**src/logic/ps2_pkg.sv**
```systemverilog
package ps2_pkg;

   // one byte as sent by the keyboard
   typedef logic [7:0] scan_code_t;

   // start, 8 data bits lsb first, odd parity, stop
   localparam int FRAME_BITS = 11;
   localparam int BIT_CNT_W  = $clog2(FRAME_BITS + 1);

   // scan code buffer between receiver and decoder
   localparam int FIFO_DEPTH = 4;
   localparam int FIFO_PTR_W = $clog2(FIFO_DEPTH);

   // prefixes sent ahead of a key code
   localparam scan_code_t BREAK_CODE = 8'hF0;
   localparam scan_code_t EXT_CODE   = 8'hE0;

   // one frame as it appears on the wire, first bit in bit 0
   typedef struct packed {
      logic       stop;
      logic       parity;
      scan_code_t data;
      logic       start;
   } ps2_frame_t;

endpackage

```
**src/logic/game_keys_pkg.sv**
```systemverilog
package game_keys_pkg;

   // what a key does in the game
   typedef enum logic [3:0] {
      KEY_NONE,
      KEY_J1_UP,
      KEY_J1_DOWN,
      KEY_J1_LEFT,
      KEY_J1_RIGHT,
      KEY_J1_DROP,
      KEY_J2_UP,
      KEY_J2_DOWN,
      KEY_J2_LEFT,
      KEY_J2_RIGHT,
      KEY_J2_DROP,
      KEY_GAME_OVER
   } key_action_e;

   // held controls of one player
   typedef struct packed {
      logic up;
      logic down;
      logic left;
      logic right;
      logic drop;
   } player_ctrl_t;

   // set-2 make codes of the game keys
   function automatic key_action_e code_to_action(input ps2_pkg::scan_code_t code);
      case (code)
         8'h1D:   return KEY_J1_UP;     // W
         8'h1B:   return KEY_J1_DOWN;   // S
         8'h1C:   return KEY_J1_LEFT;   // A
         8'h23:   return KEY_J1_RIGHT;  // D
         8'h29:   return KEY_J1_DROP;   // space
         8'h44:   return KEY_J2_UP;     // O
         8'h4B:   return KEY_J2_DOWN;   // L
         8'h42:   return KEY_J2_LEFT;   // K
         8'h4C:   return KEY_J2_RIGHT;  // semicolon
         8'h5D:   return KEY_J2_DROP;   // backslash
         8'h5A:   return KEY_GAME_OVER; // enter
         default: return KEY_NONE;
      endcase
   endfunction

endpackage

```
**src/logic/key_decoder.sv**
```systemverilog
`timescale 1ns/1ps

module key_decoder
  (
   input  logic                        clk,
   input  logic                        reset_n,
   input  ps2_pkg::scan_code_t         code,
   input  logic                        not_empty,
   output logic                        pop,
   output game_keys_pkg::player_ctrl_t j1,
   output game_keys_pkg::player_ctrl_t j2,
   output logic                        game_over
   );

   import ps2_pkg::*;
   import game_keys_pkg::*;

   typedef enum logic {
      ST_MAKE,
      ST_BREAK
   } dec_state_e;

   dec_state_e  state;
   key_action_e action;
   logic        level;

   // one code per cycle, so the buffer drains as fast as it fills
   assign pop = not_empty;

   assign action = code_to_action(code);

   // make sets the bit, a pending break clears it
   assign level = (state == ST_MAKE);

   always_ff @(posedge clk or negedge reset_n)
   begin
      if (!reset_n)
      begin
         state     <= ST_MAKE;
         j1        <= '0;
         j2        <= '0;
         game_over <= 1'b0;
      end
      else if (pop)
      begin
         if (code == BREAK_CODE)
            state <= ST_BREAK;
         else if (code != EXT_CODE)
         begin
            // extended prefix is skipped, any other code ends a break
            state <= ST_MAKE;
            case (action)
               KEY_J1_UP:     j1.up     <= level;
               KEY_J1_DOWN:   j1.down   <= level;
               KEY_J1_LEFT:   j1.left   <= level;
               KEY_J1_RIGHT:  j1.right  <= level;
               KEY_J1_DROP:   j1.drop   <= level;
               KEY_J2_UP:     j2.up     <= level;
               KEY_J2_DOWN:   j2.down   <= level;
               KEY_J2_LEFT:   j2.left   <= level;
               KEY_J2_RIGHT:  j2.right  <= level;
               KEY_J2_DROP:   j2.drop   <= level;
               KEY_GAME_OVER: game_over <= level;
               // unmapped keys only consume the break
               default:       ;
            endcase
         end
      end
   end

   // a break prefix is always followed by a key code, never by another break
   a_single_break: assert property (@(posedge clk) disable iff (!reset_n)
      (pop && (code == BREAK_CODE)) |-> (state == ST_MAKE));

endmodule

```
**src/logic/keyboard.sv**
```systemverilog
`timescale 1ns/1ps

module keyboard
  (
   input  logic                        clk,
   input  logic                        reset_n,
   input  logic                        ps2_clk,
   input  logic                        ps2_data,
   output game_keys_pkg::player_ctrl_t j1,
   output game_keys_pkg::player_ctrl_t j2,
   output logic                        game_over,
   output logic                        frame_error
   );

   import ps2_pkg::*;

   scan_code_t rx_code;
   logic       rx_push;
   scan_code_t head_code;
   logic       fifo_not_empty;
   logic       dec_pop;

   ps2_receiver u_receiver
     (
      .clk         (clk),
      .reset_n     (reset_n),
      .ps2_clk     (ps2_clk),
      .ps2_data    (ps2_data),
      .code        (rx_code),
      .code_push   (rx_push),
      .frame_error (frame_error)
      );

   // absorbs codes that arrive back to back with their prefixes
   scan_fifo u_fifo
     (
      .clk       (clk),
      .reset_n   (reset_n),
      .wr_code   (rx_code),
      .push      (rx_push),
      .pop       (dec_pop),
      .rd_code   (head_code),
      .not_empty (fifo_not_empty)
      );

   key_decoder u_decoder
     (
      .clk       (clk),
      .reset_n   (reset_n),
      .code      (head_code),
      .not_empty (fifo_not_empty),
      .pop       (dec_pop),
      .j1        (j1),
      .j2        (j2),
      .game_over (game_over)
      );

endmodule

```
**src/logic/ps2_receiver.sv**
```systemverilog
`timescale 1ns/1ps

module ps2_receiver
  (
   input  logic                clk,
   input  logic                reset_n,
   input  logic                ps2_clk,
   input  logic                ps2_data,
   output ps2_pkg::scan_code_t code,
   output logic                code_push,
   output logic                frame_error
   );

   import ps2_pkg::*;

   logic [1:0]            clk_sync;
   logic [1:0]            data_sync;
   logic                  clk_prev;
   logic                  data_bit;
   logic                  fall;

   logic [FRAME_BITS-2:0] shreg;
   logic [BIT_CNT_W-1:0]  bit_cnt;
   logic                  last_bit;
   ps2_frame_t            frame;
   logic                  frame_ok;

   // two flops per line, then the edge register
   // data is delayed by one more flop so it lines up with fall
   always_ff @(posedge clk or negedge reset_n)
   begin
      if (!reset_n)
      begin
         clk_sync  <= 2'b11;
         data_sync <= 2'b11;
         clk_prev  <= 1'b1;
         data_bit  <= 1'b1;
         fall      <= 1'b0;
      end
      else
      begin
         clk_sync  <= {clk_sync[0], ps2_clk};
         data_sync <= {data_sync[0], ps2_data};
         clk_prev  <= clk_sync[1];
         data_bit  <= data_sync[1];
         fall      <= clk_prev & ~clk_sync[1];
      end
   end

   // the 11th bit completes the frame together with the 10 already stored
   assign last_bit = fall && (bit_cnt == BIT_CNT_W'(FRAME_BITS - 1));
   assign frame    = ps2_frame_t'({data_bit, shreg});

   // start low, stop high, odd parity over data and parity bit
   assign frame_ok = !frame.start && frame.stop && (^{frame.data, frame.parity});

   always_ff @(posedge clk or negedge reset_n)
   begin
      if (!reset_n)
      begin
         shreg       <= '0;
         bit_cnt     <= '0;
         code_push   <= 1'b0;
         frame_error <= 1'b0;
      end
      else
      begin
         code_push   <= 1'b0;
         frame_error <= 1'b0;
         if (last_bit)
         begin
            code_push   <= frame_ok;
            frame_error <= !frame_ok;
            shreg       <= '0;
            bit_cnt     <= '0;
         end
         else if (fall)
         begin
            // lsb first, so new bits enter at the top
            shreg   <= {data_bit, shreg[FRAME_BITS-2:1]};
            bit_cnt <= bit_cnt + 1'b1;
         end
      end
   end

   always_ff @(posedge clk)
   begin
      if (last_bit)
         code <= frame.data;
   end

   // a finished frame is either good or bad, never both
   a_push_xor_error: assert property (@(posedge clk) disable iff (!reset_n)
      !(code_push && frame_error));

endmodule

```
**src/logic/scan_fifo.sv**
```systemverilog
`timescale 1ns/1ps

module scan_fifo
  (
   input  logic                clk,
   input  logic                reset_n,
   input  ps2_pkg::scan_code_t wr_code,
   input  logic                push,
   input  logic                pop,
   output ps2_pkg::scan_code_t rd_code,
   output logic                not_empty
   );

   import ps2_pkg::*;

   scan_code_t            mem [FIFO_DEPTH];
   logic [FIFO_PTR_W-1:0] wr_ptr;
   logic [FIFO_PTR_W-1:0] rd_ptr;
   logic [FIFO_PTR_W:0]   count;
   logic                  full;
   logic                  do_push;
   logic                  do_pop;

   assign full      = (count == (FIFO_PTR_W + 1)'(FIFO_DEPTH));
   assign not_empty = (count != '0);

   // a push into a full buffer is lost
   assign do_push = push && !full;
   assign do_pop  = pop && not_empty;

   // head entry is always visible
   assign rd_code = mem[rd_ptr];

   always_ff @(posedge clk)
   begin
      if (do_push)
         mem[wr_ptr] <= wr_code;
   end

   // depth is a power of two, pointers wrap on their own
   always_ff @(posedge clk or negedge reset_n)
   begin
      if (!reset_n)
      begin
         wr_ptr <= '0;
         rd_ptr <= '0;
         count  <= '0;
      end
      else
      begin
         if (do_push)
            wr_ptr <= wr_ptr + 1'b1;
         if (do_pop)
            rd_ptr <= rd_ptr + 1'b1;
         case ({do_push, do_pop})
            2'b10:   count <= count + 1'b1;
            2'b01:   count <= count - 1'b1;
            default: count <= count;
         endcase
      end
   end

   a_no_overflow: assert property (@(posedge clk) disable iff (!reset_n)
      push |-> !full);

   a_no_underflow: assert property (@(posedge clk) disable iff (!reset_n)
      pop |-> not_empty);

endmodule

```
**config.mk**
```make
export PLATFORM = sky130hd
export DESIGN_NAME = keyboard
export DESIGN_NICKNAME = d
export VERILOG_FILES = /design/src/logic/ps2_pkg.sv /design/src/logic/game_keys_pkg.sv /design/src/logic/key_decoder.sv /design/src/logic/keyboard.sv /design/src/logic/ps2_receiver.sv /design/src/logic/scan_fifo.sv
export SDC_FILE = /design/constraint.sdc
export NUM_CORES = 1
export LEC_CHECK = 0
export BUFFER_PORTS_ARGS = -buffer_cell sky130_fd_sc_hd__buf_2
export CAP_MARGIN = 0
export CORE_ASPECT_RATIO = 1.1
export CORE_MARGIN = 5
export CORE_UTILIZATION = 55
export CTS_CLUSTER_SIZE = 30
export DETAILED_ROUTE_END_ITERATION = 10
export HOLD_SLACK_MARGIN = 0.02
export PLACE_DENSITY = 0.75
export SYNTH_ARGS = -nofsm -noshare
export SYNTH_HDL_FRONTEND = slang
export SYNTH_SLANG_ARGS = --single-unit
```
**constraint.sdc**
```tcl
create_clock -name clk -period 2.6 [get_ports clk]
set_clock_uncertainty 0.15 [all_clocks]
set_input_delay 0.26 -clock clk [delete_from_list [all_inputs] [get_ports clk]]
set_output_delay 0.26 -clock clk [all_outputs]
set_load 0.01 [all_outputs]
```
### Yosys cells after proc, flatten, opt, wreduce, memory -nomap -nowiden

Memories as Yosys holds them, arrays and structs flattened.
Cells that the tools add are included.

| storage, ports and cells | value |
|---|---|
| register bits | 50 |
| RAM bits | 32 |
| input port bits | 4 |
| output and inout port bits | 12 |
| logic and storage cells | 99 |
| memories kept | 1 |

| cells by class | value |
|---|---|
| add/sub/neg operators | 5 |
| eq/ne operators | 28 |
| multiplexer cells | 12 |
| bitwise logic cells | 4 |
| reductions and logical operators | 24 |

Memory list:

| name | depth | width | rd ports | clocked after memory_dff | wr ports | line | text |
|---|---|---|---|---|---|---|---|
| u_fifo.mem | 4 | 8 | 1 | 0 | 1 | scan_fifo.sv:16 | `scan_code_t mem [FIFO_DEPTH];` |

Operators by type and width:

| operator | count |
|---|---|
| $eq A8 B7 Y1 const B | 6 |
| $pmux W4 S11 | 1 |
| $reduce_and A4 Y1 | 11 |
| $eq A8 B5 Y1 const B | 3 |
| $eq A4 B4 Y1 const B | 5 |
| $mux W10 | 2 |
| $eq A4 B3 Y1 const B | 4 |
| $eq A8 B6 Y1 const B | 2 |
| $reduce_xor A9 Y1 | 1 |
| $eq A4 B2 Y1 const B | 2 |
| $eq A8 B8 Y1 const B | 1 |
| $mux W4 | 2 |
| $ne A8 B8 Y1 const B | 1 |
| $mux W1 | 6 |
| $pmux W3 S2 | 1 |
| $reduce_bool A2 Y1 | 3 |
| $add A2 B1 Y2 const B | 2 |
| $add A4 B1 Y4 const B | 1 |
| $eq A4 B1 Y1 const B | 1 |
| $logic_and A1 B1 Y1 | 4 |
| $add A3 B1 Y3 const B | 1 |
| $eq A3 B3 Y1 const B | 1 |
| $logic_not A1 Y1 | 3 |
| $not A1 Y1 | 3 |
| other kinds (6) | 6 |

### Depth between registers and ports, before layout

Gate-level depths: netlist of run 1.

| depth | value |
|---|---|
| depth in word-level cells | 5 |
| gate-level depth with buffers | 9 |
| depth with buffers taken out | 9 |

### Cells and area by module

Synthesis of run 1 repeated with hierarchy kept, for this count alone.

| unflattened totals | value |
|---|---|
| cells, all modules | 267 |
| area total of the unflattened synthesis | 3,711.1 µm² |

Modules (own cells, without submodules):

| module | instances | cells each | area an instance (µm²) | sequential area each (µm²) |
|---|---|---|---|---|
| scan_fifo | 1 | 79 | 1,587.8 | 1,136.1 |
| ps2_receiver | 1 | 95 | 1,218.7 | 823.3 |
| key_decoder | 1 | 93 | 904.6 | 300.3 |

### Worst setup path before layout of run 1

Ideal clock, no wire load.

| timing path | value |
|---|---|
| path kind | reg-to-reg |
| start | register u_fifo.rd_ptr[0] |
| end | register, netlist name u_decoder.j1[0] |
| library setup time | 0.080 ns |
| arrival | 2.555 ns |
| data required time | 2.370 ns |
| slack | -0.185 ns |
| cell stages (with the launch flop) | 8 |
| path buffers | 1 |
| clock period less this slack | 2.785 ns |
| cell sequence | dfrtp_1 > buf_6 > mux4_2 > or3b_1 > a2111o_1 > a211o_1 > nor3b_2 > mux2i_1 |

| between the ends | value |
|---|---|
| word-level cells in the longest chain between the ends | 5 |
| elaborated cells on any way between the ends | 18 |
| classes of those cells | 14 x eq/ne; 1 x mux; 1 x bitwise; 1 x reduce/logical; 1 x memory |

RTL lines:

| what | line | text |
|---|---|---|
| start, declared | scan_fifo.sv:18 | `logic [FIFO_PTR_W-1:0] rd_ptr;` |
| start signal, assigned | scan_fifo.sv:54 | `rd_ptr <= rd_ptr + 1'b1;` |
| $mem_v2 Z4 W8 (*) | n/a |  |
| $eq A8 B7 Y1 (tied with other cells) | game_keys_pkg.sv:30 | `case (code)` |
| $pmux W4 S11 | game_keys_pkg.sv:30 |  |
| $eq A4 B3 Y1 | key_decoder.sv:52 | `case (action)` |
| $reduce_and A4 Y1 (no source line) (*) | n/a |  |

Mark *: on every way between the ends. The rest lies on a longest branch, timed or not.
A chain may end at the register's enable or synchronous reset.

### Final worst setup path of run 1

| timing path | value |
|---|---|
| start | register u_fifo.rd_ptr[0] |
| end | register, netlist name u_decoder.j2[4] |

| between the ends | value |
|---|---|
| word-level cells in the longest chain between the ends | 5 |
| elaborated cells on any way between the ends | 18 |
| classes of those cells | 14 x eq/ne; 1 x mux; 1 x bitwise; 1 x reduce/logical; 1 x memory |

RTL lines:

| what | line |
|---|---|
| $mem_v2 Z4 W8 (*) | n/a |
| $eq A8 B7 Y1 (tied with other cells) | game_keys_pkg.sv:30 |
| $pmux W4 S11 | game_keys_pkg.sv:30 |
| $eq A4 B3 Y1 | key_decoder.sv:52 |
| $reduce_and A4 Y1 (no source line) (*) | n/a |

Marked as above.

==> results.md, run 1 <==
* Area growth syn-to-layout at 24.6%
* Skew-Pair Late Insertion Delay at 0.34 ns
* DR iter-0 viols at 137
* I/O pin count at 16
* Critical Path Fanout Max at 5
* H-tree Lvls at 3
* Synth Area in Adders at 0.0292
* Total chip power at 0.00453 W
* Share of layout cells above drive strength 1 at 0.332
* Count of cell types in the netlist at 51
* CTS tree: done
* CTS sink count at 82
* Worst-margin pin slew at 0.961 ns
* Lkg Pwr at 1.84 nW
* Fin crit period at 2.83 ns
* Clock buffer depth at 2
* Wirelength per Cell at 16.0 um
* Top cells by area, synth: edfxtp_1, dfrtp_1, dfstp_2
* Drt pass-1 iters at 4
* Most frequent cell after synthesis: edfxtp_1
* Worst Setup End Kind: flop
* Max-cap viol count at 0
* Die width at 88.0 um
* DR DRC count at 0
* Outcome: finished, violations left
* EDFF count, synth at 40
* Die area at 8430 um2
* Commonest cells in the netlist: edfxtp_1, dfrtp_1, inv_1
* Layout fillers at 439
* CP startpoint kind: flop
* Cell taking the most area after synthesis: edfxtp_1
* Finished Layout Cells at 422
* Via count at 2309
* Clock transition at path regs at 0.08 ns
* CTS Root Cell: clkbuf_8
* Multiplexer share of the synthesized area at 0.0856
* Vias/cell at 5.47
* Top_reg_cell synth: edfxtp_1
* Gpl congestion at 0.841
* Total GRT Usage at 0.177
* Final setup TNS at -1.75 ns
* Core Util, Final at 0.700
* Slew headroom at 0.359
* Cell count after synthesis at 276
* Final setup vio count at 11
* RSZ-0062 raised after global routing: yes
* Post-synth ARST share at 0.512
* XOR/XNOR Fraction of Synth Area at 0.0357
* Crit path kind: reg2reg
* Largest family of logic cells by synthesized area: simple AND/OR/NAND/NOR gates
* First-pass GRT wire length at 11300 um
* Port Buf Inserts at 15
* WL final at 6730 um
* Maximum vdd drop at 0.000620 V
* Period utilization at 1.09
* Tightest Hold Check Type: reg2reg
* Sequential fraction of the synthesis area at 0.614
* Ys Warns at 0
* Placed wire-length estimate at 4430 um
* Final Worst Setup Slack at -0.233 ns
* PD cells at 987 nW/um2
* Inst Count DP at 392
* Arr. time, crit path at 2.94 ns
* Count of final hold-check violations at 0
* Overall die height at 95.8 um
* Simple-gate area share of the yosys netlist at 0.125
* Post-DRT Antenna Nets at 0
* # diodes at 0
* Synthesized flop and latch total at 82
* Rows at 31
* CTS Buf Count at 9
* Pin count of the biggest net entering global routing at 43
* Initial core utilization at 0.562
* CORE AREA at 6560 um2
* Initial antenna violation count at 0
* Nets at 347
* Fmax at 353 MHz
* Failing checks: negative setup slack
* Synthesized cell area at 3680 um2
* Fin. max-slew vios at 0
* Syn_nets at 288
* Vias in the first global route at 2325
* Area share of the leading cell type in the synthesized netlist at 0.326
* Synth Area in Compound Gates at 0.0632
* Syn Area/Cell at 13.3 um2
* Grt ovf at 0
* Critical Path RT at 2.71 ns
## layer usage
layer,routed length (um),GRT usage
met4,80,0.0516
met2,3520,0.305
met1,2830,0.223
met5,0,0
met3,302,0.0437
## registers in the layout, indices dropped and copies added, names as in the netlist
register                flops
u_receiver.code             8
u_fifo.wr_ptr               2
u_fifo.count                3
u_receiver.clk_sync         2
u_fifo.mem                 32
u_fifo.rd_ptr               2
u_receiver.data_sync        2
u_receiver.fall             1
u_decoder.game_over         1
u_decoder.j2                5
u_decoder.state             1
u_receiver.shreg           10
u_receiver.clk_prev         1
u_decoder.j1                5
u_receiver.frame_error      1
u_receiver.bit_cnt          4
u_receiver.data_bit         1
u_receiver.code_push        1
## layout by cell type, fill, tap and decap left out, drive strengths merged, types with 6 or more instances in the layout
| master | count |
|---|---|
| ha | 7 |
| nor4b | 7 |
| o22ai | 10 |
| dfrtp | 36 |
| mux4 | 9 |
| clkbuf | 12 |
| xnor2 | 12 |
| dfstp | 6 |
| mux2i | 12 |
| nand2 | 21 |
| edfxtp | 40 |
| buf | 57 |
| o21ai | 7 |
| inv | 33 |
## cell type report
class | instances | area, um2 | area share
sequential | 82 | 2260 | 0.493
clock inverter | 4 | 27.5 | 0.00600
multi-input combinational | 151 | 1420 | 0.310
clock buffer | 12 | 178 | 0.0387
tap | 82 | 103 | 0.0224
inverter | 31 | 116 | 0.0254
timing repair buffer | 60 | 479 | 0.104
## cell families (layout without fill, tap and decap cells)
group / after synthesis / in the layout
XOR/XNOR: 15 / 15
multiplexers: 21 / 22
flip-flops: 82 / 82
AND/OR/NAND/NOR: 72 / 72
buffers and inverters: 44 / 107
AO/OA/AOI/OAI: 34 / 34
adder cells (fa/ha/maj): 8 / 8
## power by group
part           switching (W)  internal, W  total, W
clock               0.000455     0.000468  0.000923
sequential          0.000176      0.00155   0.00172
combinational       0.000881      0.00100   0.00188
## timing repair
action	4_1_cts	5_1_grt
pin swaps	10	5
resized for setup	28	8
cloned	1	0
setup endpoints to repair	11	11
hold endpoints to repair	38	0
hold buffers	3	0
buffers inserted	5	5
## through the flow
step           cell area, um2  hold slack [ns]  worst slack [ns]
3_5_place_dp             4080            0.197            -0.278
3_3_place_gp             4080            0.196            -0.251
5_1_grt                  4590            0.212            -0.359
2_1_floorplan            3690           -0.186            -0.111
4_1_cts                  4510            0.209            -0.231
6_report                 4590            0.208            -0.233
## worst max-delay path, stage by stage, from the launching register on
cell      delay [ns]
dfrtp_1         0.42
buf_4           0.14
mux4_2          0.50
or3b_4          0.42
a2111o_1        0.37
a211o_1         0.35
nor3b_2         0.20
mux2i_1         0.20
## worst paths after layout
kind                                          end  slack [ns]              startpoint  cells after the start
max in group asynchronous     u_receiver.shreg[4]        1.24                 reset_n                      2
min in group asynchronous         u_decoder.j1[3]        0.44                 reset_n                      2
setup / recovery                  u_decoder.j2[4]       -0.23        u_fifo.rd_ptr[0]                      7
setup reg to reg                  u_decoder.j2[4]       -0.23        u_fifo.rd_ptr[0]                      7
hold / removal             u_receiver.clk_sync[1]        0.21  u_receiver.clk_sync[0]                      0
hold reg to reg            u_receiver.clk_sync[1]        0.21  u_receiver.clk_sync[0]                      0
Power figures use the tool's default switching activity.
==> inputs of run 2 (changes only) <==
CTS_BUF_LIST = sky130_fd_sc_hd__clkbuf_4 sky130_fd_sc_hd__clkbuf_8   (was default)
PLACE_DENSITY = 0.72   (was 0.75)
clock period = 3.2 ns   (was 2.6 ns; I/O delays follow)
==> results.md, run 2 (synthesis gave the netlist of run 1 again) <==
* Final setup TNS at 0 ns
* Count of final hold-check violations at 0
* Register area at 2260 um2
* Rows at 31
* Maximum vdd drop at 0.000484 V
* Fin crit period at 2.99 ns
* Crit-path max cell delay at 0.72 ns
* CORE AREA at 6560 um2
* Total GRT Usage at 0.163
* Placed wire-length estimate at 4140 um
* Crit-path cells: mux4_1 -> buf_4 -> or3b_2 -> a211o_1 -> o211ai_1 -> and4bb_2 -> mux2i_1
* Slowest-stage cell, CP: mux4_1
* Net Sw Power at 0.00102 W
* Slew headroom at 0.367
* Area growth syn-to-layout at 12.3%
* Initial antenna violation count at 0
* Tightest Hold Check Type: reg2reg
* Outcome: finished clean
* I/O pin count at 16
* Lkg Pwr at 1.64 nW
* PD cells at 777 nW/um2
* Critical Path RT at 3.25 ns
* Max-cap viol count at 0
* CTS Buf Count at 9
* Crit path kind: reg2reg
* Clock network fraction of design power at 0.250
* WL final at 6080 um
* Gpl congestion at 0.852
* Setup Buffers After CTS at 0
* Commonest cells after routing, fill and taps aside: edfxtp_1, dfrtp_1, inv_1, nand2_1, buf_2
* Drt pass-1 iters at 4
* Worst r2r path cells at 7
* Largest regs: u_fifo.mem x32, u_receiver.shreg x10, u_receiver.code x8
* Vias in the first global route at 2207
* Post-DRT Antenna Nets at 0
* Initial core utilization at 0.562
* Cell depth of the worst hold path at 0
* # diodes at 0
* Setup WS pre-CTS at 0.221 ns
* Clock buffer depth at 2
* CTS sink count at 82
* DR DRC count at 0
* Clock transition at path regs at 0.08 ns
* Layout fillers at 481
* Fin. max-slew vios at 0
* Critical Path Fanout Max at 10
* Period utilization at 0.935
* Skew-Pair Late Insertion Delay at 0.34 ns
* Die width at 88.0 um
* Share of layout cells above drive strength 1 at 0.205
* Area of the multi-input gates at 1250 um2
* First-pass GRT wire length at 10400 um
* Grt ovf at 0
* Worst-margin pin slew at 0.949 ns
* Final Worst Setup Slack at 0.208 ns
* Via count at 2136
* H-tree Lvls at 3
* Arr. time, crit path at 3.05 ns
* Critical R2R Launch: u_fifo.rd_ptr[0]
* Worst Setup End Kind: flop
* Hold_buf cts at 3
* Die area at 8430 um2
* Int Pwr at 0.00219 W
* Total chip power at 0.00321 W
* Wirelength per Cell at 15.6 um
* Resize count post-CTS at 0
* Port Buf Inserts at 15
* Vias/cell at 5.48
* CTS tree: done
* WHS Endpoint: u_receiver.clk_sync[1]
* Sw frac at 0.318
* CTS Root Cell: clkbuf_8
* Commonest non-fill, non-tap cell in the layout: edfxtp_1
* Pin count of the biggest net entering global routing at 43
* Max FFs per register at 32
* CP startpoint kind: flop
* Largest register by flop count: u_fifo.mem
* Overall die height at 95.8 um
* Fmax at 334 MHz
* R2r setup slk at 0.21 ns
* RSZ-0062 raised after global routing: no
* Final setup vio count at 0
* Nets at 315
* Reg2reg end: u_decoder.j1[4]
* Comb power frac at 0.313
* Worst min-delay path startpoint: u_receiver.clk_sync[0]
* Seq pwr share at 0.437
* DR iter-0 viols at 110
==> run 2: changes by cell type in the layout (fill, tap and decap cells not counted), moves of 3 or more <==
cell,delta
buf_4,-21
buf_6,-7
nor4b_1,+6
nor4_1,+3
nor4b_2,-3
nor4b_4,-3
==> run 2: how the worst max path moves through the flow <==
stage	from	endpoint	slack, ns	depth (start not counted)
finish	u_fifo.rd_ptr[0]	u_decoder.j1[4]	0.21	7
global placement	u_fifo.rd_ptr[0]	u_decoder.j1[3]	0.24	7
global route	u_fifo.rd_ptr[0]	u_decoder.j1[4]	0.08	7
floorplan	u_fifo.rd_ptr[0]	u_decoder.j1[0]	0.42	7
CTS	u_fifo.rd_ptr[0]	u_decoder.j1[4]	0.21	7
detailed placement	u_fifo.rd_ptr[0]	u_decoder.j1[4]	0.22	7
==> run 2: power by group through the flow <==
stage | combinational, W | sequential (W) | clock, W
detailed placement | 0.00101 | 0.00143 | 0
CTS | 0.00102 | 0.00141 | 0.000827
global placement | 0.000982 | 0.00142 | 0
floorplan | 0.000809 | 0.00138 | 0
finish | 0.00101 | 0.00140 | 0.000803
global route | 0.00113 | 0.00143 | 0.000874
==> run 2: stage by stage <==
stage | instances | cell area, um2 | util | hold slack (ns)
after CTS | 390 | 4140 | 0.631 | 0.212
after floorplan | 276 | 3680 | - | -0.126
final | 390 | 4140 | 0.631 | 0.211
after global routing | 390 | 4140 | 0.631 | 0.218
after detailed placement | 371 | 3890 | 0.593 | 0.198
after global placement | 371 | 3890 | 0.593 | 0.199
==> run 2: layer usage <==
layer	vias up	GRT usage	wire length, um
met5	-	0	0
met2	27	0.281	3200
met4	0	0.0655	68
li1	1045	-	-
met1	1056	0.199	2630
met3	8	0.0385	173
==> run 2: worst max-delay path, delay by kind of cell (launching register included) <==
family | cells | cell delay [ns]
muxes | 2 | 0.83
and+or+nand+nor | 2 | 0.75
DFF | 1 | 0.47
AOI/OAI and AO/OA | 2 | 0.41
buffers and inverters | 1 | 0.23
==> run 2: final cells by class <==
class	count	area share
multi-input cells	150	0.303
repair buffers	29	0.0454
inverters	31	0.0281
flip-flops and latches	82	0.546
clock inverters	5	0.0191
clock buffers	11	0.0336
well taps	82	0.0248
